### src/nes_glue_params.svh
// widths, host register map, phase numbers and button positions
// button order from bit 7 down to bit 0 is R L D U start select B A
// host addresses are 8-bit, phase numbers must stay below NES_PHASES
`ifndef NES_GLUE_PARAMS_SVH
`define NES_GLUE_PARAMS_SVH

`define NES_BTN_W      8
`define DS_BYTE_W      8
`define MEM_ADDR_W     22     // 4MB address space
`define MEM_DATA_W     8
`define HOST_ADDR_W    8

`define HOST_REG_CONF  8'h35  // bit 0 holds the loader in reset
`define HOST_REG_DATA  8'h37
`define HOST_REG_BTN1  8'h40
`define HOST_REG_BTN2  8'h41

`define NES_PHASES     5
`define MEM_PHASE      0
`define NES_PHASE      4

`define BTN_DOWN       5
`define BTN_SELECT     2

`endif

### src/nes_glue_pkg.sv
// shared types for the console glue logic
// all widths come from the params header, keep the two in step
// phase_t values are the phase numbers of the slot scheduler
`default_nettype none

`include "nes_glue_params.svh"

package nes_glue_pkg;

  typedef logic [`NES_BTN_W-1:0]   nes_btn_t;    // R L D U start select B A
  typedef logic [`DS_BYTE_W-1:0]   ds_byte_t;    // raw pad byte, active low
  typedef logic [`HOST_ADDR_W-1:0] host_addr_t;
  typedef logic [`MEM_ADDR_W-1:0]  mem_addr_t;
  typedef logic [`MEM_DATA_W-1:0]  mem_data_t;

  // one round of the memory slot, in order
  typedef enum logic [$clog2(`NES_PHASES)-1:0] {
    PH_MEM,   // memory command issued
    PH_ACT,   // row activate
    PH_RW,    // read or write
    PH_WAIT,
    PH_NES    // read data ready, core steps
  } phase_t;

endpackage

`default_nettype wire

### src/host_reg_bank.sv
// register bank written by the serial host, no read-back
// i_host_write is a one-cycle strobe qualifying address and data
// loader reset is combinational and includes the system reset
`timescale 1ns/1ps
`default_nettype none

`include "nes_glue_params.svh"

module host_reg_bank (
  input  wire                           clk,
  input  wire                           sys_resetn,
  input  wire nes_glue_pkg::host_addr_t i_host_addr,
  input  wire nes_glue_pkg::mem_data_t  i_host_data,
  input  wire                           i_host_write,
  input  wire nes_glue_pkg::nes_btn_t   i_pad1_buttons,  // mapped player 1 buttons
  output nes_glue_pkg::mem_data_t       o_loader_byte,
  output logic                          o_loader_byte_valid,
  output logic                          o_loader_reset,
  output nes_glue_pkg::nes_btn_t        o_override_p1,
  output nes_glue_pkg::nes_btn_t        o_override_p2
);

  logic                    conf_wr;
  logic                    data_wr;
  logic                    btn1_wr;
  logic                    btn2_wr;
  logic                    hotkey;
  nes_glue_pkg::mem_data_t conf_q;

  // address decode
  assign conf_wr = i_host_write && (i_host_addr == `HOST_REG_CONF);
  assign data_wr = i_host_write && (i_host_addr == `HOST_REG_DATA);
  assign btn1_wr = i_host_write && (i_host_addr == `HOST_REG_BTN1);
  assign btn2_wr = i_host_write && (i_host_addr == `HOST_REG_BTN2);

  always_ff @(posedge clk) begin
    if (!sys_resetn) begin
      conf_q              <= '0;
      o_override_p1       <= '0;
      o_override_p2       <= '0;
      o_loader_byte_valid <= 1'b0;
    end else begin
      o_loader_byte_valid <= data_wr;  // one cycle per ROM byte
      if (conf_wr) begin
        conf_q <= i_host_data;
      end
      if (btn1_wr) begin
        o_override_p1 <= i_host_data;
      end
      if (btn2_wr) begin
        o_override_p2 <= i_host_data;
      end
    end
  end

  // ROM byte, only meaningful with the valid strobe
  always_ff @(posedge clk) begin
    if (data_wr) begin
      o_loader_byte <= i_host_data;
    end
  end

  // select + down is the home combo on most pads
  assign hotkey = i_pad1_buttons[`BTN_SELECT] & i_pad1_buttons[`BTN_DOWN];

  assign o_loader_reset = ~sys_resetn | conf_q[0] | hotkey;

endmodule

`default_nettype wire

### src/joypad_port.sv
// one console joypad port
// raw pad bytes are active low, USB buttons are active high in button order
// shift happens on the falling edge of i_pad_clock as seen in clk
// strobe level wins over a clock edge in the same cycle
`timescale 1ns/1ps
`default_nettype none

`include "nes_glue_params.svh"

module joypad_port (
  input  wire                         clk,
  input  wire                         sys_resetn,
  input  wire nes_glue_pkg::ds_byte_t i_ds_byte0,
  input  wire nes_glue_pkg::ds_byte_t i_ds_byte1,
  input  wire nes_glue_pkg::nes_btn_t i_usb_buttons,
  input  wire nes_glue_pkg::nes_btn_t i_override,    // host forced buttons
  input  wire                         i_strobe,
  input  wire                         i_pad_clock,
  output nes_glue_pkg::nes_btn_t      o_pad_buttons,
  output logic                        o_serial_bit
);

  nes_glue_pkg::nes_btn_t ds_buttons;
  nes_glue_pkg::nes_btn_t shift_q;
  logic                   pad_clock_q;
  logic                   clock_fall;

  // dualshock byte 0: L D R U start R3 L3 select (bit 7 down to 0)
  // byte 1 gives cross on bit 6 and circle on bit 5
  assign ds_buttons = {
    ~i_ds_byte0[5],  // R
    ~i_ds_byte0[7],  // L
    ~i_ds_byte0[6],  // D
    ~i_ds_byte0[4],  // U
    ~i_ds_byte0[3],  // start
    ~i_ds_byte0[0],  // select
    ~i_ds_byte1[6],  // B from cross
    ~i_ds_byte1[5]   // A from circle
  };

  assign o_pad_buttons = ds_buttons | i_usb_buttons;

  assign clock_fall = pad_clock_q & ~i_pad_clock;

  always_ff @(posedge clk) begin
    if (!sys_resetn) begin
      pad_clock_q <= 1'b0;
      shift_q     <= '0;
    end else begin
      pad_clock_q <= i_pad_clock;
      if (i_strobe) begin
        shift_q <= i_override | o_pad_buttons;  // latch while strobe held
      end else if (clock_fall) begin
        shift_q <= {1'b0, shift_q[`NES_BTN_W-1:1]};  // A first, then zeros
      end
    end
  end

  assign o_serial_bit = shift_q[0];

endmodule

`default_nettype wire

### src/mem_slot_scheduler.sv
// memory slot scheduler, one round is five clk cycles
// memory gets phase 0, core steps on phase 4 once the loader is done
// loader writes take the memory port at any phase, no busy handling
// memory command outputs are combinational
`timescale 1ns/1ps
`default_nettype none

`include "nes_glue_params.svh"

module mem_slot_scheduler (
  input  wire                          clk,
  input  wire                          sys_resetn,
  input  wire                          i_loader_done,
  input  wire                          i_cpu_read,
  input  wire                          i_ppu_read,
  input  wire                          i_nes_write,
  input  wire nes_glue_pkg::mem_addr_t i_nes_addr,
  input  wire nes_glue_pkg::mem_data_t i_nes_data,
  input  wire                          i_loader_write,
  input  wire                          i_loader_refresh,
  input  wire nes_glue_pkg::mem_addr_t i_loader_addr,
  input  wire nes_glue_pkg::mem_data_t i_loader_data,
  output logic                         o_run_nes,
  output logic                         o_mem_read_cpu,
  output logic                         o_mem_read_ppu,
  output logic                         o_mem_write,
  output logic                         o_mem_refresh,
  output nes_glue_pkg::mem_addr_t      o_mem_addr,
  output nes_glue_pkg::mem_data_t      o_mem_data
);

  // phase   | 0 MEM | 1 ACT | 2 RW | 3 WAIT | 4 NES |
  // memory  |  cmd  |  act  | r/w  |        | dout  |
  // core                                    |  run  |
  nes_glue_pkg::phase_t phase_q;
  nes_glue_pkg::phase_t phase_d;
  logic                 run_mem;
  logic                 core_req;

  always_comb begin
    case (phase_q)
      nes_glue_pkg::PH_MEM:  phase_d = nes_glue_pkg::PH_ACT;
      nes_glue_pkg::PH_ACT:  phase_d = nes_glue_pkg::PH_RW;
      nes_glue_pkg::PH_RW:   phase_d = nes_glue_pkg::PH_WAIT;
      nes_glue_pkg::PH_WAIT: phase_d = nes_glue_pkg::PH_NES;
      default:               phase_d = nes_glue_pkg::PH_MEM;  // wrap, also unused codes
    endcase
  end

  always_ff @(posedge clk) begin
    if (!sys_resetn) begin
      phase_q <= nes_glue_pkg::PH_MEM;
    end else begin
      phase_q <= phase_d;
    end
  end

  // core held off until the ROM is in memory
  assign run_mem   = (phase_q == nes_glue_pkg::phase_t'(`MEM_PHASE)) & i_loader_done;
  assign o_run_nes = (phase_q == nes_glue_pkg::phase_t'(`NES_PHASE)) & i_loader_done;

  assign core_req = i_cpu_read | i_ppu_read | i_nes_write;

  assign o_mem_read_cpu = i_cpu_read & run_mem;
  assign o_mem_read_ppu = i_ppu_read & run_mem;
  assign o_mem_write    = (i_nes_write & run_mem) | i_loader_write;

  // loader owns address and data whenever it writes
  assign o_mem_addr = i_loader_write ? i_loader_addr : i_nes_addr;
  assign o_mem_data = i_loader_write ? i_loader_data : i_nes_data;

  // idle memory slot turns into a refresh
  assign o_mem_refresh = (run_mem & ~core_req & ~i_loader_write)
                       | (i_loader_refresh & ~i_loader_write);

endmodule

`default_nettype wire

### src/nes_glue_top.sv
// glue between console core, ROM loader, memory controller and pads
// core, loader and memory controller sit outside on loose ports
// joypad bit 0 is player 1, bit 1 is player 2
`timescale 1ns/1ps
`default_nettype none

`include "nes_glue_params.svh"

module nes_glue_top (
  input  wire                           clk,
  input  wire                           sys_resetn,
  input  wire nes_glue_pkg::host_addr_t i_host_addr,
  input  wire nes_glue_pkg::mem_data_t  i_host_data,
  input  wire                           i_host_write,
  input  wire nes_glue_pkg::ds_byte_t   i_ds_byte0_p1,
  input  wire nes_glue_pkg::ds_byte_t   i_ds_byte1_p1,
  input  wire nes_glue_pkg::nes_btn_t   i_usb_btn_p1,
  input  wire nes_glue_pkg::ds_byte_t   i_ds_byte0_p2,
  input  wire nes_glue_pkg::ds_byte_t   i_ds_byte1_p2,
  input  wire nes_glue_pkg::nes_btn_t   i_usb_btn_p2,
  input  wire                           i_joy_strobe,
  input  wire [1:0]                     i_joy_clock,
  output wire [1:0]                     o_joy_data,
  output wire nes_glue_pkg::mem_data_t  o_loader_byte,
  output wire                           o_loader_byte_valid,
  output wire                           o_loader_reset,
  input  wire                           i_loader_done,
  input  wire                           i_cpu_read,
  input  wire                           i_ppu_read,
  input  wire                           i_nes_write,
  input  wire nes_glue_pkg::mem_addr_t  i_nes_addr,
  input  wire nes_glue_pkg::mem_data_t  i_nes_data,
  input  wire                           i_loader_write,
  input  wire                           i_loader_refresh,
  input  wire nes_glue_pkg::mem_addr_t  i_loader_addr,
  input  wire nes_glue_pkg::mem_data_t  i_loader_data,
  output wire                           o_run_nes,
  output wire                           o_mem_read_cpu,
  output wire                           o_mem_read_ppu,
  output wire                           o_mem_write,
  output wire                           o_mem_refresh,
  output wire nes_glue_pkg::mem_addr_t  o_mem_addr,
  output wire nes_glue_pkg::mem_data_t  o_mem_data
);

  nes_glue_pkg::nes_btn_t pad1_buttons;  // feeds the reset hotkey
  nes_glue_pkg::nes_btn_t override_p1;
  nes_glue_pkg::nes_btn_t override_p2;

  host_reg_bank u_host_regs (
    .clk                 (clk),
    .sys_resetn          (sys_resetn),
    .i_host_addr         (i_host_addr),
    .i_host_data         (i_host_data),
    .i_host_write        (i_host_write),
    .i_pad1_buttons      (pad1_buttons),
    .o_loader_byte       (o_loader_byte),
    .o_loader_byte_valid (o_loader_byte_valid),
    .o_loader_reset      (o_loader_reset),
    .o_override_p1       (override_p1),
    .o_override_p2       (override_p2)
  );

  joypad_port u_pad_p1 (
    .clk           (clk),
    .sys_resetn    (sys_resetn),
    .i_ds_byte0    (i_ds_byte0_p1),
    .i_ds_byte1    (i_ds_byte1_p1),
    .i_usb_buttons (i_usb_btn_p1),
    .i_override    (override_p1),
    .i_strobe      (i_joy_strobe),
    .i_pad_clock   (i_joy_clock[0]),
    .o_pad_buttons (pad1_buttons),
    .o_serial_bit  (o_joy_data[0])
  );

  // player 2 has no hotkey, merged buttons stay internal
  joypad_port u_pad_p2 (
    .clk           (clk),
    .sys_resetn    (sys_resetn),
    .i_ds_byte0    (i_ds_byte0_p2),
    .i_ds_byte1    (i_ds_byte1_p2),
    .i_usb_buttons (i_usb_btn_p2),
    .i_override    (override_p2),
    .i_strobe      (i_joy_strobe),
    .i_pad_clock   (i_joy_clock[1]),
    .o_pad_buttons (),
    .o_serial_bit  (o_joy_data[1])
  );

  mem_slot_scheduler u_sched (
    .clk              (clk),
    .sys_resetn       (sys_resetn),
    .i_loader_done    (i_loader_done),
    .i_cpu_read       (i_cpu_read),
    .i_ppu_read       (i_ppu_read),
    .i_nes_write      (i_nes_write),
    .i_nes_addr       (i_nes_addr),
    .i_nes_data       (i_nes_data),
    .i_loader_write   (i_loader_write),
    .i_loader_refresh (i_loader_refresh),
    .i_loader_addr    (i_loader_addr),
    .i_loader_data    (i_loader_data),
    .o_run_nes        (o_run_nes),
    .o_mem_read_cpu   (o_mem_read_cpu),
    .o_mem_read_ppu   (o_mem_read_ppu),
    .o_mem_write      (o_mem_write),
    .o_mem_refresh    (o_mem_refresh),
    .o_mem_addr       (o_mem_addr),
    .o_mem_data       (o_mem_data)
  );

endmodule

`default_nettype wire

### config.mk
export PLATFORM = sky130hd
export DESIGN_NAME = nes_glue_top
export DESIGN_NICKNAME = d
export VERILOG_FILES = /design/src/nes_glue_pkg.sv /design/src/host_reg_bank.sv /design/src/joypad_port.sv /design/src/mem_slot_scheduler.sv /design/src/nes_glue_top.sv
export VERILOG_INCLUDE_DIRS = /design/src
export SDC_FILE = /design/constraint.sdc
export NUM_CORES = 1
export LEC_CHECK = 0
export BUFFER_PORTS_ARGS = -buffer_cell sky130_fd_sc_hd__buf_2
export CELL_PAD_IN_SITES_DETAIL_PLACEMENT = 0
export CELL_PAD_IN_SITES_GLOBAL_PLACEMENT = 2
export CORE_MARGIN = 5
export CORE_UTILIZATION = 21
export DETAILED_ROUTE_END_ITERATION = 10
export PLACE_DENSITY_LB_ADDON = 0.2
export SLEW_MARGIN = 10
export SYNTH_ARGS = -nofsm -noshare
export SYNTH_HDL_FRONTEND = slang
export SYNTH_SLANG_ARGS = --single-unit
### constraint.sdc
create_clock -name clk -period 2.3 [get_ports clk]
set_input_delay 0.46 -clock clk [delete_from_list [all_inputs] [get_ports clk]]
set_output_delay 0.46 -clock clk [all_outputs]
set_load 0.005 [all_outputs]
==> flow_metrics.py <==
metrics = {
    "run_status": {
        "outcome": "completed",
    },
    "clocking": {
        "clkTransAtPathRegs_ns": 0.07,
        "clock_sinks": 47,
        "h-tree-depth": 2,
        "cts_root_buf": "clkbuf_16",
        "ctsResizeCount": 0,
        "worstSkewPairLatency_ns": 0.28,
        "numCtsBuffers": 5,
        "cts_tree": "built",
        "cts_buffer_depth": 2,
        "ctsHoldBuffers": 0,
        "cts_setup_buffers": 0,
    },
    "critical_path": {
        "cp_max_fo": 4,
        "cp-startpoint": "u_sched.phase_q[1]",
        "arrival_ns": 1.54,
        "setup.worst_path.end_class": "output port",
        "r2r.worst_path.cells": 3,
        "critPathLaunchType": "flop",
        "required_ns": 1.84,
        "criticalPathCategory": "flop to output port",
        "r2r_setup_slack_ns": 1.03,
        "r2r-start": "u_pad_p2.pad_clock_q",
    },
    "finish": {
        "post-route-cell-area_sq_um": 3490,
        "mostFrequentLayoutCells": "166 x buf_2, 39 x dfxtp_1, 36 x mux2_2, 27 x nand2_1, 25 x mux2i_1",
        "fin_cells": 523,
        "num_antenna_cells": 0,
        "fill_cells": 1184,
        "drive_gt1_share_pct": 56.9,
        "areaGrowthSynthToFinish_pct": 47.1,
        "nets": 518,
        "final_common_cell": "buf_2",
    },
    "place": {
        "hpwl_microns": 6870,
        "dp_cells": 515,
        "placed_area_sq_um": 3350,
        "portBuffers": 166,
        "gp_congestion": 0.654,
    },
    "sta": {
        "fmax_mhz": 499,
        "clock_skew_ns": 0.00457,
        "drv_slew": 0,
        "hold_viol": 0,
        "relSlewSlack_pct": 60.3,
        "period_share_pct": 87.1,
        "tns_ns": 0,
        "setup_violations": 0,
        "grt_setup_unrepaired": "no",
        "worst_pin_slew_ns": 0.586,
        "period_minus_slack_ns": 2.00,
    },
    "synth": {
        "synth_compound_area_share_pct": 7.01,
        "syn_area_sq_um": 2370,
        "synth_top_flop_cell": "dfxtp_1",
        "synth_edf_count": 8,
        "synth_simple_gate_area_share_pct": 17.7,
        "synth_top_family_by_area": "multiplexers",
        "synthMuxAreaShare_pct": 27.6,
        "avgSynthCellArea_sq_um": 10.7,
        "synth_fa_ha_area_share_pct": 0,
        "yosysSeqAreaShare_pct": 43.0,
        "ys_ff_latch": 47,
        "synth_cells": 221,
        "synth.distinct_cells": 35,
        "synthesis.nets": 357,
        "async_flop_share_pct": 0,
        "yosysWarningCount": 0,
        "synth-xor-area-share_pct": 0.369,
    },
    "die": {
        "coreArea_sq_um": 10900,
        "start_util_pct": 21.7,
        "dieArea_sq_um": 13500,
        "die_w_microns": 116,
        "die_y_microns": 116,
        "ios": 183,
        "rows": 38,
    },
    "detailed_routing": {
        "viasPerCell": 4.19,
        "via_count": 2192,
        "drt-pass1-iter-count": 4,
        "wl_met1_microns": 3400,
        "wl_met2_microns": 4110,
        "drt_iter0_drc": 98,
        "wl_met3_microns": 579,
        "ant_nets": 0,
        "routed.top_layer": "met5",
        "drt_wl_total_microns": 8220,
        "drc": 0,
        "routedWlPerCell_microns": 15.7,
    },
    "global_routing": {
        "grt_pass1_wl_microns": 12000,
        "grt-ovfl-total": 0,
        "grt_pass1_vias": 2277,
        "track_usage_pct": 11.6,
        "grt_max_degree": 40,
        "antenna_found_initial": 1,
    },
    "worst_hold_path": {
        "hp-start": "i_host_data[1]",
        "holdPathStages": 1,
        "holdCritPathClass": "input port to flop",
    },
    "pwr": {
        "intPower_mw": 1.46,
        "power_density_nw_per_um2": 551,
        "peakVddDrop_mv": 0.293,
        "clkPwrFrac_pct": 36.8,
        "seqPwrFrac_pct": 45.8,
        "finalPower_mw": 1.92,
        "p_leak_nw": 1.73,
        "power_frac_comb_pct": 17.3,
        "p_sw_share_pct": 23.9,
        "p_switching_mw": 0.460,
    },
    "flow_run": {
        "cap_violations": 0,
    },
}
==> final timing paths <==
path	endpoint
worst max-delay path	o_mem_refresh
worst max register to register	u_pad_p2.shift_q[3]
worst min-delay path	u_host_regs.o_loader_byte[1]
worst min register to register	u_host_regs.conf_q[0]
==> cells by family (layout without fill, tap and decap cells) <==
logic type	count (synthesis)	in the layout
muxes	61	61
and+or+nand+nor	67	67
DFF	47	47
xor gates and xnor gates	1	1
AOI/OAI and AO/OA	22	22
buffers and inverters	23	185
==> synthesized netlist by cell type, drive strengths merged, types with 3 or more instances <==
master | n | area (sq um)
nor2 | 5 | 18.8
inv | 7 | 26.3
nor3 | 3 | 26.3
nand2b | 3 | 18.8
mux2i | 25 | 250
nor3b | 3 | 22.5
nand2 | 27 | 101
a21oi | 6 | 30.0
or4bb | 6 | 67.6
buf | 6 | 37.5
nor4b | 4 | 35.0
a211oi | 5 | 37.5
mux2 | 36 | 405
edfxtp | 8 | 240
o211a | 6 | 60.1
nor4bb | 3 | 30.0
clkbuf | 10 | 37.5
and2 | 4 | 25.0
dfxtp | 39 | 781
==> per-layer routing <==
layer	global-route usage [%]	vias up
met2	19.4	79
met3	3.37	13
li1	-	1128
met1	14.6	970
met4	3.33	2
met5	0	-
==> sequential cells by signal (all words and copies together) (netlist names) <==
| signal | cells |
|---|---|
| u_host_regs.o_loader_byte | 8 |
| u_host_regs.o_override_p1 | 8 |
| u_host_regs.o_loader_byte_valid | 1 |
| u_host_regs.o_override_p2 | 8 |
| u_host_regs.conf_q | 1 |
| u_pad_p1.shift_q | 8 |
| u_pad_p2.shift_q | 8 |
| u_sched.phase_q | 3 |
| u_pad_p2.pad_clock_q | 1 |
| u_pad_p1.pad_clock_q | 1 |
==> cell type report <==
class | count | area (sq um) | area share, %
Sequential cell | 47 | 1020 | 29.3
Multi-Input combinational cell | 151 | 1250 | 35.8
Clock buffer | 5 | 125 | 3.59
Inverter | 7 | 26.3 | 0.753
Timing Repair Buffer | 170 | 873 | 25.0
Tap cell | 140 | 175 | 5.02
Clock inverter | 3 | 18.8 | 0.538
==> worst max-delay path, stage by stage, from the launching register on <==
cell     delay (ns)
dfxtp_1        0.35
nor4b_1        0.55
a21oi_1        0.13
nor2_1         0.11
buf_2          0.12
==> through the flow <==
| stage | setup WS [ns] | util (%) | hold slack [ns] |
|---|---|---|---|
| 3_3_place_gp | 0.230 | 30.6 | 0.453 |
| 4_1_cts | 0.240 | 31.9 | 0.359 |
| 2_1_floorplan | 0.487 | - | 0.430 |
| 3_5_place_dp | 0.224 | 30.6 | 0.452 |
| 6_report | 0.296 | 31.9 | 0.365 |
| 5_1_grt | 0.0696 | 31.9 | 0.362 |
==> power groups by stage <==
stage	logic, mW	registers, mW	clock network (mW)
after floorplan	0.161	0.896	0
after global placement	0.337	0.900	0
after detailed placement	0.339	0.900	0
after CTS	0.340	0.882	0.734
after global routing	0.372	0.886	0.779
final	0.334	0.882	0.709
Power figures use the tool's default switching activity.
